==> config.mk <==
export PLATFORM = sky130hd
export DESIGN_NAME = bpc_top
export DESIGN_NICKNAME = d
export VERILOG_FILES = /design/src/bpc_pkg.sv /design/src/bpc_cfg_port.sv /design/src/bpc_sampler.sv /design/src/bpc_engine.sv /design/src/bpc_pwm.sv /design/src/bpc_top.sv
export VERILOG_INCLUDE_DIRS = /design/src
export SDC_FILE = /design/constraint.sdc
export NUM_CORES = 1
export LEC_CHECK = 0
export ABC_AREA = 1
export BUFFER_PORTS_ARGS = -buffer_cell sky130_fd_sc_hd__buf_2
export CAP_MARGIN = 10
export CORE_MARGIN = 3
export CORE_UTILIZATION = 34
export DETAILED_ROUTE_END_ITERATION = 8
export SLEW_MARGIN = 20
export SYNTH_ARGS = -nofsm -noshare
export SYNTH_HDL_FRONTEND = slang
export SYNTH_HIERARCHICAL = 1
export SYNTH_SLANG_ARGS = --single-unit
==> constraint.sdc <==
create_clock -name i_clk_48MHz -period 4 [get_ports i_clk_48MHz]
set_input_delay 0.6 -clock i_clk_48MHz [delete_from_list [all_inputs] [get_ports i_clk_48MHz]]
set_output_delay 0.6 -clock i_clk_48MHz [all_outputs]
set_load 0.02 [all_outputs]
==> src/bpc_consts.svh <==
`ifndef BPC_CONSTS_SVH
`define BPC_CONSTS_SVH

`define BPC_N_PROBE       8   // Probe pins sampled
`define BPC_N_ENGINE      2   // Correlation engines
`define BPC_WINDOW_EXP    6   // 64 samples per window
`define BPC_METRIC_W      8   // Metric and PWM duty width
`define BPC_PERIOD_W      8   // Sample period, stored minus one
`define BPC_PROBE_IDX_W   3   // Selects one of the probes
`define BPC_ENGINE_IDX_W  1   // Selects one of the engines

`define BPC_CFG_W         16  // Configuration word
`define BPC_RST_PERIOD_M1 15  // Period of 16 after reset

`endif

==> src/bpc_pkg.sv <==
`default_nettype none

`include "bpc_consts.svh"

package bpc_pkg;

  // Pair write view of the config word
  typedef struct packed {
    logic [`BPC_ENGINE_IDX_W-1:0] engine; // Engine to retarget
    logic [`BPC_PROBE_IDX_W-1:0]  x;      // First probe
    logic [`BPC_PROBE_IDX_W-1:0]  y;      // Second probe
    logic [`BPC_CFG_W-`BPC_ENGINE_IDX_W-2*`BPC_PROBE_IDX_W-1:0] pad;
  } bpc_pair_view_t;

  // Period write view of the config word
  typedef struct packed {
    logic [`BPC_PERIOD_W-1:0]           period_m1; // Sample period minus one
    logic [`BPC_CFG_W-`BPC_PERIOD_W-1:0] pad;
  } bpc_period_view_t;

  // Same 16 bits, decoded per is_period
  typedef union packed {
    bpc_pair_view_t   pair;
    bpc_period_view_t period;
  } bpc_cfg_word_u;

  typedef struct packed {
    logic          is_period; // Selects the period view
    bpc_cfg_word_u word;
  } bpc_cfg_req_t;

  typedef struct packed {
    logic                    valid; // One cycle per sample period
    logic [`BPC_N_PROBE-1:0] probe; // Synchronized probe pins
  } bpc_sample_t;

  typedef struct packed {
    logic                         valid;  // One cycle per window
    logic [`BPC_ENGINE_IDX_W-1:0] engine; // Source engine
    logic [`BPC_METRIC_W-1:0]     metric; // Scaled agreement count
  } bpc_result_t;

endpackage

`default_nettype wire

==> src/bpc_cfg_port.sv <==
`timescale 1ns/1ps
`default_nettype none

`include "bpc_consts.svh"

module bpc_cfg_port (
  input  wire                    i_clk_48MHz,
  input  wire                    i_reset,
  input  wire                    i_cfg_req,   // Four-phase request
  input  wire bpc_pkg::bpc_cfg_req_t i_cfg,   // Held stable while req high
  output logic                   o_cfg_ack,
  output logic [`BPC_PERIOD_W-1:0] o_period,  // Period minus one
  output logic [`BPC_N_ENGINE-1:0][`BPC_PROBE_IDX_W-1:0] o_pair_x,
  output logic [`BPC_N_ENGINE-1:0][`BPC_PROBE_IDX_W-1:0] o_pair_y,
  output logic [`BPC_N_ENGINE-1:0] o_restart  // One pulse per applied write
);

  logic apply; // New request, not yet acknowledged

  // Ack stays high until req drops, so this fires once per transfer
  assign apply = i_cfg_req && !o_cfg_ack;

  always_ff @(posedge i_clk_48MHz) begin
    if (i_reset) begin
      o_cfg_ack <= 1'b0;
      o_period  <= `BPC_PERIOD_W'(`BPC_RST_PERIOD_M1);
      o_restart <= '0;
      for (int e = 0; e < `BPC_N_ENGINE; e++) begin
        o_pair_x[e] <= `BPC_PROBE_IDX_W'(0); // Default pair (0,1)
        o_pair_y[e] <= `BPC_PROBE_IDX_W'(1);
      end
    end else begin
      o_restart <= '0; // Pulse only
      if (apply) begin
        o_cfg_ack <= 1'b1;
        if (i_cfg.is_period) begin
          o_period  <= i_cfg.word.period.period_m1;
          o_restart <= '1; // Every engine loses its window
        end else begin
          o_pair_x[i_cfg.word.pair.engine]  <= i_cfg.word.pair.x;
          o_pair_y[i_cfg.word.pair.engine]  <= i_cfg.word.pair.y;
          o_restart[i_cfg.word.pair.engine] <= 1'b1;
        end
      end else if (!i_cfg_req) begin
        o_cfg_ack <= 1'b0; // Phase four
      end
    end
  end

  // Ack only answers a request seen on the previous edge
  a_ack_after_req: assert property (
    @(posedge i_clk_48MHz) disable iff (i_reset)
    $rose(o_cfg_ack) |-> $past(i_cfg_req)
  );

endmodule

`default_nettype wire

==> src/bpc_sampler.sv <==
`timescale 1ns/1ps
`default_nettype none

`include "bpc_consts.svh"

module bpc_sampler (
  input  wire                        i_clk_48MHz,
  input  wire                        i_reset,
  input  wire [`BPC_N_PROBE-1:0]     i_probe,          // Asynchronous pins
  input  wire [`BPC_PERIOD_W-1:0]    i_period,         // Period minus one
  input  wire                        i_period_restart, // Period write applied
  output bpc_pkg::bpc_sample_t       o_sample
);

  logic [`BPC_N_PROBE-1:0]  probe_meta; // First synchronizer stage
  logic [`BPC_N_PROBE-1:0]  probe_sync; // Second stage, pins two cycles back
  logic [`BPC_PERIOD_W-1:0] period_cnt;
  logic                     valid_q;

  // Payload only
  always_ff @(posedge i_clk_48MHz) begin
    probe_meta <= i_probe;
    probe_sync <= probe_meta;
  end

  always_ff @(posedge i_clk_48MHz) begin
    if (i_reset || i_period_restart) begin
      period_cnt <= '0; // Restart the period from the top
      valid_q    <= 1'b0;
    end else if (period_cnt >= i_period) begin
      period_cnt <= '0; // Wrap
      valid_q    <= 1'b1;
    end else begin
      period_cnt <= period_cnt + 1'b1;
      valid_q    <= 1'b0;
    end
  end

  assign o_sample = '{valid: valid_q, probe: probe_sync};

  // No back-to-back samples unless the period is one cycle
  a_sample_spacing: assert property (
    @(posedge i_clk_48MHz) disable iff (i_reset)
    (o_sample.valid && i_period != '0) |=> !o_sample.valid
  );

endmodule

`default_nettype wire

==> src/bpc_engine.sv <==
`timescale 1ns/1ps
`default_nettype none

`include "bpc_consts.svh"

module bpc_engine #(
  parameter int ENGINE_IDX = 0 // Tag carried in the result
) (
  input  wire                           i_clk_48MHz,
  input  wire                           i_reset,
  input  wire bpc_pkg::bpc_sample_t     i_sample,
  input  wire [`BPC_PROBE_IDX_W-1:0]    i_x,       // First probe of the pair
  input  wire [`BPC_PROBE_IDX_W-1:0]    i_y,       // Second probe of the pair
  input  wire                           i_restart, // Drop the current window
  output bpc_pkg::bpc_result_t          o_result
);

  logic [`BPC_WINDOW_EXP:0]   agree_cnt;  // Matches so far in this window
  logic [`BPC_WINDOW_EXP-1:0] sample_cnt; // Samples so far in this window
  logic [`BPC_WINDOW_EXP:0]   agree_next; // Count including this sample
  logic                       match;
  logic                       window_end; // Last sample of the window
  logic                       result_valid;
  logic [`BPC_METRIC_W-1:0]   metric_q;

  assign match      = i_sample.probe[i_x] == i_sample.probe[i_y];
  assign agree_next = agree_cnt + {{`BPC_WINDOW_EXP{1'b0}}, match};
  assign window_end = i_sample.valid && (&sample_cnt);

  always_ff @(posedge i_clk_48MHz) begin
    if (i_reset || i_restart) begin
      agree_cnt  <= '0;
      sample_cnt <= '0;
    end else if (i_sample.valid) begin
      sample_cnt <= sample_cnt + 1'b1;            // Wraps to zero at window end
      agree_cnt  <= window_end ? '0 : agree_next; // Fresh window after the last sample
    end
  end

  // Restart wins over a completing window
  always_ff @(posedge i_clk_48MHz) begin
    if (i_reset || i_restart) begin
      result_valid <= 1'b0;
    end else begin
      result_valid <= window_end;
    end
  end

  // Times four, a full window saturates
  always_ff @(posedge i_clk_48MHz) begin
    if (window_end) begin
      if (agree_next[`BPC_WINDOW_EXP]) begin
        metric_q <= '1;
      end else begin
        metric_q <= {agree_next[`BPC_WINDOW_EXP-1:0],
                     {(`BPC_METRIC_W-`BPC_WINDOW_EXP){1'b0}}};
      end
    end
  end

  assign o_result = '{
    valid:  result_valid,
    engine: `BPC_ENGINE_IDX_W'(ENGINE_IDX),
    metric: metric_q
  };

endmodule

`default_nettype wire

==> src/bpc_pwm.sv <==
`timescale 1ns/1ps
`default_nettype none

`include "bpc_consts.svh"

module bpc_pwm (
  input  wire                       i_clk_48MHz,
  input  wire                       i_reset,
  input  wire bpc_pkg::bpc_result_t i_result, // Duty source
  output logic                      o_pwm
);

  logic [`BPC_METRIC_W-1:0] pwm_cnt;      // Free-running
  logic [`BPC_METRIC_W-1:0] duty_pending; // Latest metric
  logic [`BPC_METRIC_W-1:0] duty_next;    // Pending after this cycle's load
  logic [`BPC_METRIC_W-1:0] duty_active;  // Duty of the running period

  // A metric landing on the wrap cycle still makes this wrap
  assign duty_next = i_result.valid ? i_result.metric : duty_pending;

  always_ff @(posedge i_clk_48MHz) begin
    if (i_reset) begin
      pwm_cnt      <= '0;
      duty_pending <= '0;
      duty_active  <= '0;
    end else begin
      pwm_cnt      <= pwm_cnt + 1'b1;
      duty_pending <= duty_next;
      if (&pwm_cnt) begin
        duty_active <= duty_next; // Glitch-free update at the wrap
      end
    end
  end

  // High for duty_active cycles out of 256
  assign o_pwm = pwm_cnt < duty_active;

endmodule

`default_nettype wire

==> src/bpc_top.sv <==
`timescale 1ns/1ps
`default_nettype none

`include "bpc_consts.svh"

module bpc_top (
  input  wire                         i_clk_48MHz,
  input  wire                         i_reset,
  input  wire                         i_cfg_req,
  input  wire bpc_pkg::bpc_cfg_req_t  i_cfg,
  output logic                        o_cfg_ack,
  input  wire [`BPC_N_PROBE-1:0]      i_probe,
  output bpc_pkg::bpc_result_t        o_result, // Engine 0 first on a tie
  output logic [`BPC_N_ENGINE-1:0]    o_pwm
);

  logic [`BPC_PERIOD_W-1:0]                         period;
  logic [`BPC_N_ENGINE-1:0][`BPC_PROBE_IDX_W-1:0]   pair_x;
  logic [`BPC_N_ENGINE-1:0][`BPC_PROBE_IDX_W-1:0]   pair_y;
  logic [`BPC_N_ENGINE-1:0]                         restart;
  bpc_pkg::bpc_sample_t                             sample;
  bpc_pkg::bpc_result_t [`BPC_N_ENGINE-1:0]         result;
  bpc_pkg::bpc_result_t                             hold_result; // Engine 1 on a tie
  logic                                             hold_valid;

  bpc_cfg_port u_cfg_port (
    .i_clk_48MHz (i_clk_48MHz),
    .i_reset     (i_reset),
    .i_cfg_req   (i_cfg_req),
    .i_cfg       (i_cfg),
    .o_cfg_ack   (o_cfg_ack),
    .o_period    (period),
    .o_pair_x    (pair_x),
    .o_pair_y    (pair_y),
    .o_restart   (restart)
  );

  bpc_sampler u_sampler (
    .i_clk_48MHz      (i_clk_48MHz),
    .i_reset          (i_reset),
    .i_probe          (i_probe),
    .i_period         (period),
    .i_period_restart (&restart), // All engines restart only on a period write
    .o_sample         (sample)
  );

  for (genvar g = 0; g < `BPC_N_ENGINE; g++) begin : g_lane
    bpc_engine #(
      .ENGINE_IDX (g)
    ) u_engine (
      .i_clk_48MHz (i_clk_48MHz),
      .i_reset     (i_reset),
      .i_sample    (sample),
      .i_x         (pair_x[g]),
      .i_y         (pair_y[g]),
      .i_restart   (restart[g]),
      .o_result    (result[g])
    );

    bpc_pwm u_pwm (
      .i_clk_48MHz (i_clk_48MHz),
      .i_reset     (i_reset),
      .i_result    (result[g]),
      .o_pwm       (o_pwm[g])
    );
  end

  // Engine 1 waits one cycle when both finish together
  always_ff @(posedge i_clk_48MHz) begin
    if (i_reset) begin
      hold_valid <= 1'b0;
    end else begin
      hold_valid <= result[0].valid && result[1].valid;
    end
  end

  always_ff @(posedge i_clk_48MHz) begin
    hold_result <= result[1]; // Payload only
  end

  always_comb begin
    if (result[0].valid) begin
      o_result = result[0];
    end else if (hold_valid) begin
      o_result = hold_result;
    end else begin
      o_result = result[1];
    end
  end

  // Windows span many samples, so the held slot is never contested
  a_hold_free: assert property (
    @(posedge i_clk_48MHz) disable iff (i_reset)
    hold_valid |-> !result[0].valid && !result[1].valid
  );

endmodule

`default_nettype wire

Word level (Yosys, flattened, before mapping) --
Index checks and enable logic that the tools add are counted.
Operators by class: bitwise gates (word level) 2, magnitude comparators 9, reduce and logical (&&, ||, !) cells 18, multiplexer cells 26, add/subtract/negate cells 7, equality and inequality tests 3
Operator list (number):
- $add A8 B1 Y8 const B | 3
- $mux W10 | 2
- $lt A3 B4 Y1 const B | 4
- $lt A8 B8 Y1 | 2
- $mux W8 | 2
- $reduce_and A8 Y1 | 2
- $add A7 B1 Y7 | 2
- $mux W7 | 2
- $add A6 B1 Y6 const B | 2
- $bmux W1 S3 | 4
- $bwmux W6 | 2
- $reduce_and A6 Y1 | 2
- $ge A8 B8 Y1 | 1
- $mux W1 | 8
- $mux W2 | 3
- $reduce_and A2 Y1 | 3
- $logic_and A1 B1 Y1 | 5
- $reduce_or A2 Y1 | 2
- $demux W3 S1 | 1
- $logic_or A1 B1 Y1 | 3
- $mux W3 | 1
- $eq A1 B1 Y1 | 2
- $lt A1 B2 Y1 const B | 1
- $ne A2 B1 Y1 const B | 1
- other kinds (4) | 5
Storage, ports and cells: bits in registers 150, word-level logic and storage cells 95, input port bits 28, output and inout bits 13

Logic depth before layout (Yosys ltp) --
Gate-level depths: netlist of the first run.
word-level depth 5, depth in mapped cells 17, gate-level depth less buffers 17

Modules after synthesis --
Netlist of the first run, hierarchy kept.
By module, submodules not included:
- bpc_engine | area an instance 1178.6 µm², cells an instance 167, instances 2, sequential area each 490.5 µm²
- bpc_pwm | area an instance 1144.8 µm², cells an instance 157, instances 2, sequential area each 480.5 µm²
- bpc_cfg_port | area an instance 913.4 µm², cells an instance 130, instances 1, sequential area each 460.4 µm²
- bpc_sampler | area an instance 905.9 µm², cells an instance 94, instances 1, sequential area each 500.5 µm²
- bpc_top | area an instance 518.0 µm², cells an instance 84, instances 1, sequential area each 220.2 µm²

Worst setup path after synthesis of the first run --
No wires, ideal clock.
path type register -> register, start register u_cfg_port/o_pair_y[0] (netlist name), end register g_lane[0].u_engine.metric_q[2] (data pin), clock period less this slack 1996 ps, arrival time 1737 ps, required time 3741 ps, path slack 2004 ps, setup time 259 ps, buffers on the path 0, stages on the path, launching flop included 17, cell sequence dfxtp_1 inv_1 nand2_1 nand3_1 nand3_1 nand2_1 nand2_1 nand2_1 ha_1 ha_1 nand2_2 nor2_4 nand2_1 nand2_1 nand2_2 inv_2 or2_1
On the way: cells in the longest elaborated chain, start to end 4
RTL lines:
- from (decl) | line bpc_cfg_port.sv:14 | output logic [`BPC_N_ENGINE-1:0][`BPC_PROBE_IDX_W-1:0] o_pair_y,
- from (signal, indexed assignment) | line bpc_cfg_port.sv:30 | o_pair_y[e] <= `BPC_PROBE_IDX_W'(1);
- from (signal, indexed assignment) | line bpc_cfg_port.sv:41 | o_pair_y[i_cfg.word.pair.engine] <= i_cfg.word.pair.y;
- $bmux W1 S3 | line bpc_engine.sv:26 | assign match = i_sample.probe[i_x] == i_sample.probe[i_y];
- $mux W1 (implied by the code) | line bpc_engine.sv:26
- $eq A1 B1 Y1 | line bpc_engine.sv:26
- $add A7 B1 Y7 | line bpc_engine.sv:27 | assign agree_next = agree_cnt + {{`BPC_WINDOW_EXP{1'b0}}, match};
- via g_lane[0].u_engine.agree_next[6] | line bpc_engine.sv:20 | logic [`BPC_WINDOW_EXP:0] agree_next;
- to (signal assigned) | line bpc_engine.sv:55 | metric_q <= {agree_next[`BPC_WINDOW_EXP-1:0],
- to (decl) | line bpc_engine.sv:24 | logic [`BPC_METRIC_W-1:0] metric_q;
The timed path passes the listed nets, and every way through them passes these cells. The select of a mux whose other input is x is not followed. A chain may end at the register's enable or synchronous reset.

Worst setup path in the final report of the first run --
start register u_cfg_port/o_pair_x[3] (netlist name), end register g_lane[1].u_engine.metric_q[5] (data pin)
On the way: cells in the longest elaborated chain, start to end 4
RTL lines:
- from (decl) | line bpc_cfg_port.sv:13 | output logic [`BPC_N_ENGINE-1:0][`BPC_PROBE_IDX_W-1:0] o_pair_x,
- from (signal, indexed assignment) | line bpc_cfg_port.sv:29 | o_pair_x[e] <= `BPC_PROBE_IDX_W'(0);
- from (signal, indexed assignment) | line bpc_cfg_port.sv:40 | o_pair_x[i_cfg.word.pair.engine] <= i_cfg.word.pair.x;
- $bmux W1 S3 | line bpc_engine.sv:26
- $mux W1 (implied by the code) | line bpc_engine.sv:26
- $eq A1 B1 Y1 | line bpc_engine.sv:26
- $add A7 B1 Y7 | line bpc_engine.sv:27
- via g_lane[1].u_engine.agree_next[6] | line bpc_engine.sv:20
- to (signal assigned) | line bpc_engine.sv:55
- to (decl) | line bpc_engine.sv:24
The timed path passes the listed nets, and every way through them passes these cells. The select of a mux whose other input is x is not followed.

==> metrics.yaml, run 1 <==
h-tree-depth: 4
grt_pass1_vias: 5049
setup_viol: 0
synth_enable_flop_cells: 14
endpoint_kind: "flop"
ys.flop_type: "dfxtp_1"
cts_tree: "done"
synth.most_common_cell: "nand2_1"
grt_setup_unrepaired: "no"
async_reset_ff_share_pct: 0
grt_max_degree: 26
routed_wl_mm: 12.8
setup_tns_ns: 0
cts_resized: 0
dieHeight_um: 149
crit_path_max_fanout: 6
ir_drop_mv: 0.304
clock-sinks: 149
clockBufferDepth: 2
layout.nets: 1040
insertion_delay_ns: 0.41
slew_headroom_pct: 50.1
fin_crit_sh_pct: 57.4
antenna_found_initial: 0
viasPerCell: 4.41
syn_area_um2: 6980
ant_nets: 0
dp.cells: 1227
cp.arrival_ns: 2.45
wire_per_inst_um: 10.2
hold_path_depth: 1
routabilityCongestion: 0.719
die_w_um: 149
tightest_slew_ns: 0.746
syn2layout_area_growth_pct: 13.0
timing_hold_violations_final: 0
firstDrtPassIters: 4
worst_setup_path_start_kind: "flop"
powerDensity_nw_per_um2: 426
cts_inserted_buffers: 17
min_period_ns: 2.30
core_area_um2: 19800
dieArea_um2: 22300
postCtsSetupBuffers: 0
start_util_pct: 35.2
p_leak_nw: 3.61
fin_skew_ns: 0.00921
yosysWarnings: 6
hp-class: "primary input to flop"
synth_nets: 1015
rows: 51
synthTopCellsByCount: "nand2_1 (258), dfxtp_1 (135), inv_1 (133)"
overflow: 0
yosysSeqAreaShare_pct: 44.7
slew_viol_final: 0
status: "finished, final reports clean"
ys_ff_latch: 149
postSynthAreaPerCell_um2: 7.31
ys_types: 30
portBuffers: 32
cap_violations: 0
postSynthCellCount: 956
fmax_ghz: 0.436
route.detailed.drc: 0
yosysTopAreaCellShare_pct: 38.7
detail_route.iter0.violations: 205
antenna_cells: 0
synth_area_leaders: "dfxtp_1 (39%), nand2_1 (14%), inv_1 (7.1%), nor2_1 (6.1%), edfxtp_1 (6.0%)"
clkTransAtPathRegs_ns: 0.06
reg2reg_depth: 16
hpwl_mm: 9.12
grt_pass1_wl_mm: 22.4
drive_gt1_share_pct: 9.37
ioPinCount: 41
critPathKind: "flop to flop"
required_ns: 4.16
ctsHoldBuffers: 0
final_cells: 1258
cts-root-buf: "clkbuf_16"
grt_usage_pct: 12.1
num_vias: 5542
synth_top_cell_by_area: "dfxtp_1"
final timing paths:
path / end / from / slack, ns
max: g_lane[1].u_engine/metric_q[5] / u_cfg_port/o_pair_x[3] / 1.70
min: u_sampler/probe_meta[5] / i_probe[5] / 0.29
max reg2reg: g_lane[1].u_engine/metric_q[5] / u_cfg_port/o_pair_x[3] / 1.70
min reg2reg: u_sampler/probe_sync[2] / u_sampler/probe_meta[2] / 0.32
layout make-up:
type                    count  area [um2]
clock buffers              24         482
clock inverters             7         120
fillers                  2049       12000
inverters                 142         533
multi-input cells         637        3130
flip-flops and latches    149        3120
well taps                 265         332
repair buffers             34         175
critical path, stage by stage, from the launching register on:
cell and delay (ns):
dfxtp_1 0.43, inv_1 0.12, nand2_1 0.09, nand3_1 0.10
nand3_1 0.10, nand2_1 0.06, nand2_1 0.06, nand2_1 0.08
ha_1 0.20, ha_1 0.21, nand2_2 0.11, nor2_4 0.04
nand2_1 0.05, nand2_1 0.07, nand2_2 0.07, inv_2 0.05
or2_1 0.21
state kept, by name (all words and copies together), names as in the netlist, 2 cells and up:
name and cells:
g_lane.u_engine/agree_cnt 14, hold_result 10, u_cfg_port/o_pair_x 6, u_cfg_port/o_period 8, g_lane.u_pwm/duty_active 16, u_sampler/period_cnt 8, g_lane.u_engine/metric_q 14, u_sampler/probe_meta 8
g_lane.u_pwm/pwm_cnt 16, u_cfg_port/o_pair_y 6, u_sampler/probe_sync 8, u_cfg_port/o_restart 2, g_lane.u_pwm/duty_pending 16, g_lane.u_engine/sample_cnt 12, g_lane.u_engine/result_valid 2
cell families (layout without fill, tap and decap cells):
| group | after synthesis | in the layout | share of synthesized area [%] |
|---|---|---|---|
| adders and majority gates | 31 | 31 | 5.55 |
| AOI/OAI and AO/OA | 92 | 92 | 6.74 |
| and+or+nand+nor | 499 | 499 | 30.8 |
| buffers and inverters | 170 | 207 | 10.5 |
| other | 2 | 2 | 0.108 |
| DFF | 149 | 149 | 44.7 |
| xor gates and xnor gates | 13 | 13 | 1.63 |
routing by layer:
layer / vias up / GRT usage, % / share of wire (%)
met3: 9 / 3.46 / 4.1
met2: 74 / 19.3 / 45
li1: 3013 / - / -
met4: 0 / 3.30 / 0.86
met1: 2446 / 16.2 / 51
met5: - / 0 / 0
per-stage QoR:
stage               setup slack [ns]  instance area, um2  util, %  hold slack (ns)  power [mW]
floorplan                       2.00                6980        -            0.310        1.72
global placement                1.76                7290     36.8            0.311        1.77
detailed placement              1.71                7290     36.8            0.312        1.77
CTS                             1.68                7900     39.8            0.263        3.41
global route                    1.45                7900     39.8            0.263        3.51
finish                          1.70                7900     39.8            0.287        3.36
placed cells by master, fill, tap and decap left out, types with 4 or more instances in the layout:
cell,synthesis,routed
nor3_1,7,7
clkbuf_16,0,17
dfxtp_1,135,135
clkbuf_1,6,4
buf_2,3,32
xnor2_1,4,4
or2_1,10,10
inv_1,133,133
nand3_1,82,82
xor2_1,9,9
edfxtp_1,14,14
inv_2,9,9
a21oi_1,59,59
nor2_1,114,114
o21ai_0,11,11
nand3_2,5,5
nand2_2,8,8
nand2_1,258,258
nor2_4,10,10
ha_1,31,31
o21ai_1,18,18
report_power, final:
part           total (mW)  switching (mW)  internal (mW)  leakage, nW
sequential           1.56          0.0225           1.54         1.23
clock                1.62           0.592           1.03        0.291
combinational       0.181           0.116         0.0651         2.09
Note: power is estimated with default switching activity, not from simulation.
==> run 2, diff against run 1 <==
==> constraint.sdc (replaced) <==
create_clock -name i_clk_48MHz -period 2.12 [get_ports i_clk_48MHz]
set_input_delay 0.318 -clock i_clk_48MHz [delete_from_list [all_inputs] [get_ports i_clk_48MHz]]
set_output_delay 0.318 -clock i_clk_48MHz [all_outputs]
set_load 0.02 [all_outputs]
==> metrics.yaml, run 2 (synthesized netlist as in run 1, its figures left out) <==
status: "finished, final reports clean"
route.detailed.drc: 0
required_ns: 2.28
reg.largest.list: "g_lane.u_pwm/duty_active: 16 flops, g_lane.u_pwm/duty_pending: 16 flops, g_lane.u_pwm/pwm_cnt: 16 flops"
timing.final.ws_setup_ns: 0.0160
detail_route.iter0.violations: 254
hold_path_depth: 3
h-tree-depth: 4
cp.arrival_ns: 2.27
firstDrtPassIters: 4
cts_tree: "done"
start_util_pct: 35.2
crit_path_max_fanout: 6
register_area_um2: 3150
ant_nets: 0
grt_pass1_wl_mm: 23.3
min_from: "i_cfg[8]"
cts-root-buf: "clkbuf_16"
overflow: 0
grt_pass1_vias: 5189
drive_gt1_share_pct: 15.7
r2r_end: "g_lane[1].u_engine/metric_q[3]"
dp.cells: 1234
final_common_cell: "nand2_1"
p_leak_nw: 3.78
die_w_um: 149
routed_wl_mm: 13.2
grt_setup_unrepaired: "yes"
hold_end: "u_cfg_port/o_period[0]"
routabilityCongestion: 0.749
powerDensity_nw_per_um2: 801
dr.max_layer_used: "met4"
clkTransAtPathRegs_ns: 0.06
fmax_ghz: 0.475
fin_crit_sh_pct: 99.2
slew_headroom_pct: 59.0
clock-sinks: 149
hp-class: "primary input to flop"
insertion_delay_ns: 0.42
setup_viol: 0
worst_setup_path_start_kind: "flop"
antenna_found_initial: 0
regToRegSetupSlack_ns: 0.02
grt_max_degree: 22
viasPerCell: 4.43
dieArea_um2: 22300
rows: 51
syn2layout_area_growth_pct: 19.3
power_mw: 6.67
slew_viol_final: 0
num_vias: 5642
portBuffers: 32
layout.nets: 1058
ioPinCount: 41
clockBufferDepth: 2
final_cells: 1275
timing_hold_violations_final: 0
critPathKind: "flop to flop"
grt_usage_pct: 12.6
fin_skew_ns: 0.00836
cts_inserted_buffers: 17
hpwl_mm: 9.09
final_cell_mix: "nand2_1 (244), inv_1 (128), dfxtp_1 (120), nor2_1 (114), nand3_1 (67)"
r2r-start: "u_cfg_port/o_pair_x[3]"
m1WireLength_mm: 6.76
wire_per_inst_um: 10.4
endpoint_kind: "flop"
wl_met2_mm: 5.87
dieHeight_um: 149
cap_violations: 0
antenna_cells: 0
min_period_ns: 2.10
ir_drop_mv: 0.522
core_area_um2: 19800
num-fill-cells: 2023
tightest_slew_ns: 0.615
place_ws_ns: -0.136
reg2reg_depth: 16
wl_met3_um: 421
multi_input_area_um2: 3310
==> run 2: stage by stage <==
stage | hold WS (ns) | cell area (um2) | util (%) | TNS [ns]
final | 0.0935 | 8330 | 42.0 | 0
after global routing | 0.115 | 8330 | 42.0 | -0.771
after CTS | 0.0764 | 8130 | 41.0 | 0
after detailed placement | 0.314 | 7350 | 37.0 | -1.20
after global placement | 0.312 | 7350 | 37.0 | -0.809
after floorplan | 0.310 | 6980 | - | 0
==> run 2: worst max-delay path by stage <==
| stage | start | to | slack (ns) | cells after the start |
|---|---|---|---|---|
| final | u_cfg_port/o_pair_x[3] | g_lane[1].u_engine/metric_q[3] | 0.02 | 16 |
| after global placement | u_cfg_port/o_pair_x[3] | g_lane[1].u_engine/metric_q[5] | -0.09 | 16 |
| after CTS | u_cfg_port/o_pair_y[0] | g_lane[0].u_engine/metric_q[6] | 0.01 | 16 |
| after global routing | u_cfg_port/o_pair_x[3] | g_lane[1].u_engine/metric_q[3] | -0.09 | 16 |
| after detailed placement | u_cfg_port/o_pair_y[0] | g_lane[0].u_engine/metric_q[6] | -0.14 | 16 |
| after floorplan | u_cfg_port/o_pair_y[0] | g_lane[0].u_engine/metric_q[2] | 0.12 | 16 |
==> run 2: worst max-delay path, stage by stage, from the launching register on <==
cell and delay, ns:
dfxtp_4 0.38, inv_4 0.05, nand2_1 0.09, nand3_2 0.10
nand2_2 0.09, nand2_1 0.06, nand2_1 0.08, nand2_2 0.06
nand2_4 0.09, ha_4 0.15, ha_4 0.14, nand2_4 0.05
nor2_4 0.09, nand3_2 0.08, nand2_2 0.08, inv_2 0.05
or2_1 0.20
==> run 2: timing repair <==
item,4_1_cts,5_1_grt
hold buffers,8,0
setup endpoints to repair,13,15
endpoints found under the hold margin,8,0
pin swaps,2,13
resized for setup,19,52
buffers inserted,0,3
==> run 2: layer usage <==
metal | track usage, % | vias up
li1 | - | 3053
met4 | 4.12 | 0
met1 | 16.9 | 2510
met2 | 19.9 | 66
met5 | 0 | -
met3 | 3.31 | 13
==> run 2: layout make-up <==
class | instances | area share [%]
Multi-Input combinational cell | 637 | 39.8
Sequential cell | 149 | 37.8
Inverter | 142 | 6.49
Clock buffer | 22 | 5.83
Timing Repair Buffer | 52 | 4.03
Tap cell | 265 | 3.98
Clock inverter | 8 | 2.06
==> run 2: where the power goes <==
group          leakage (nW)  switching, mW  internal, mW
Combinational          2.23          0.242         0.155
Sequential             1.24         0.0455          2.90
Clock                 0.317           1.13          2.21
Total                  3.78           1.41          5.26
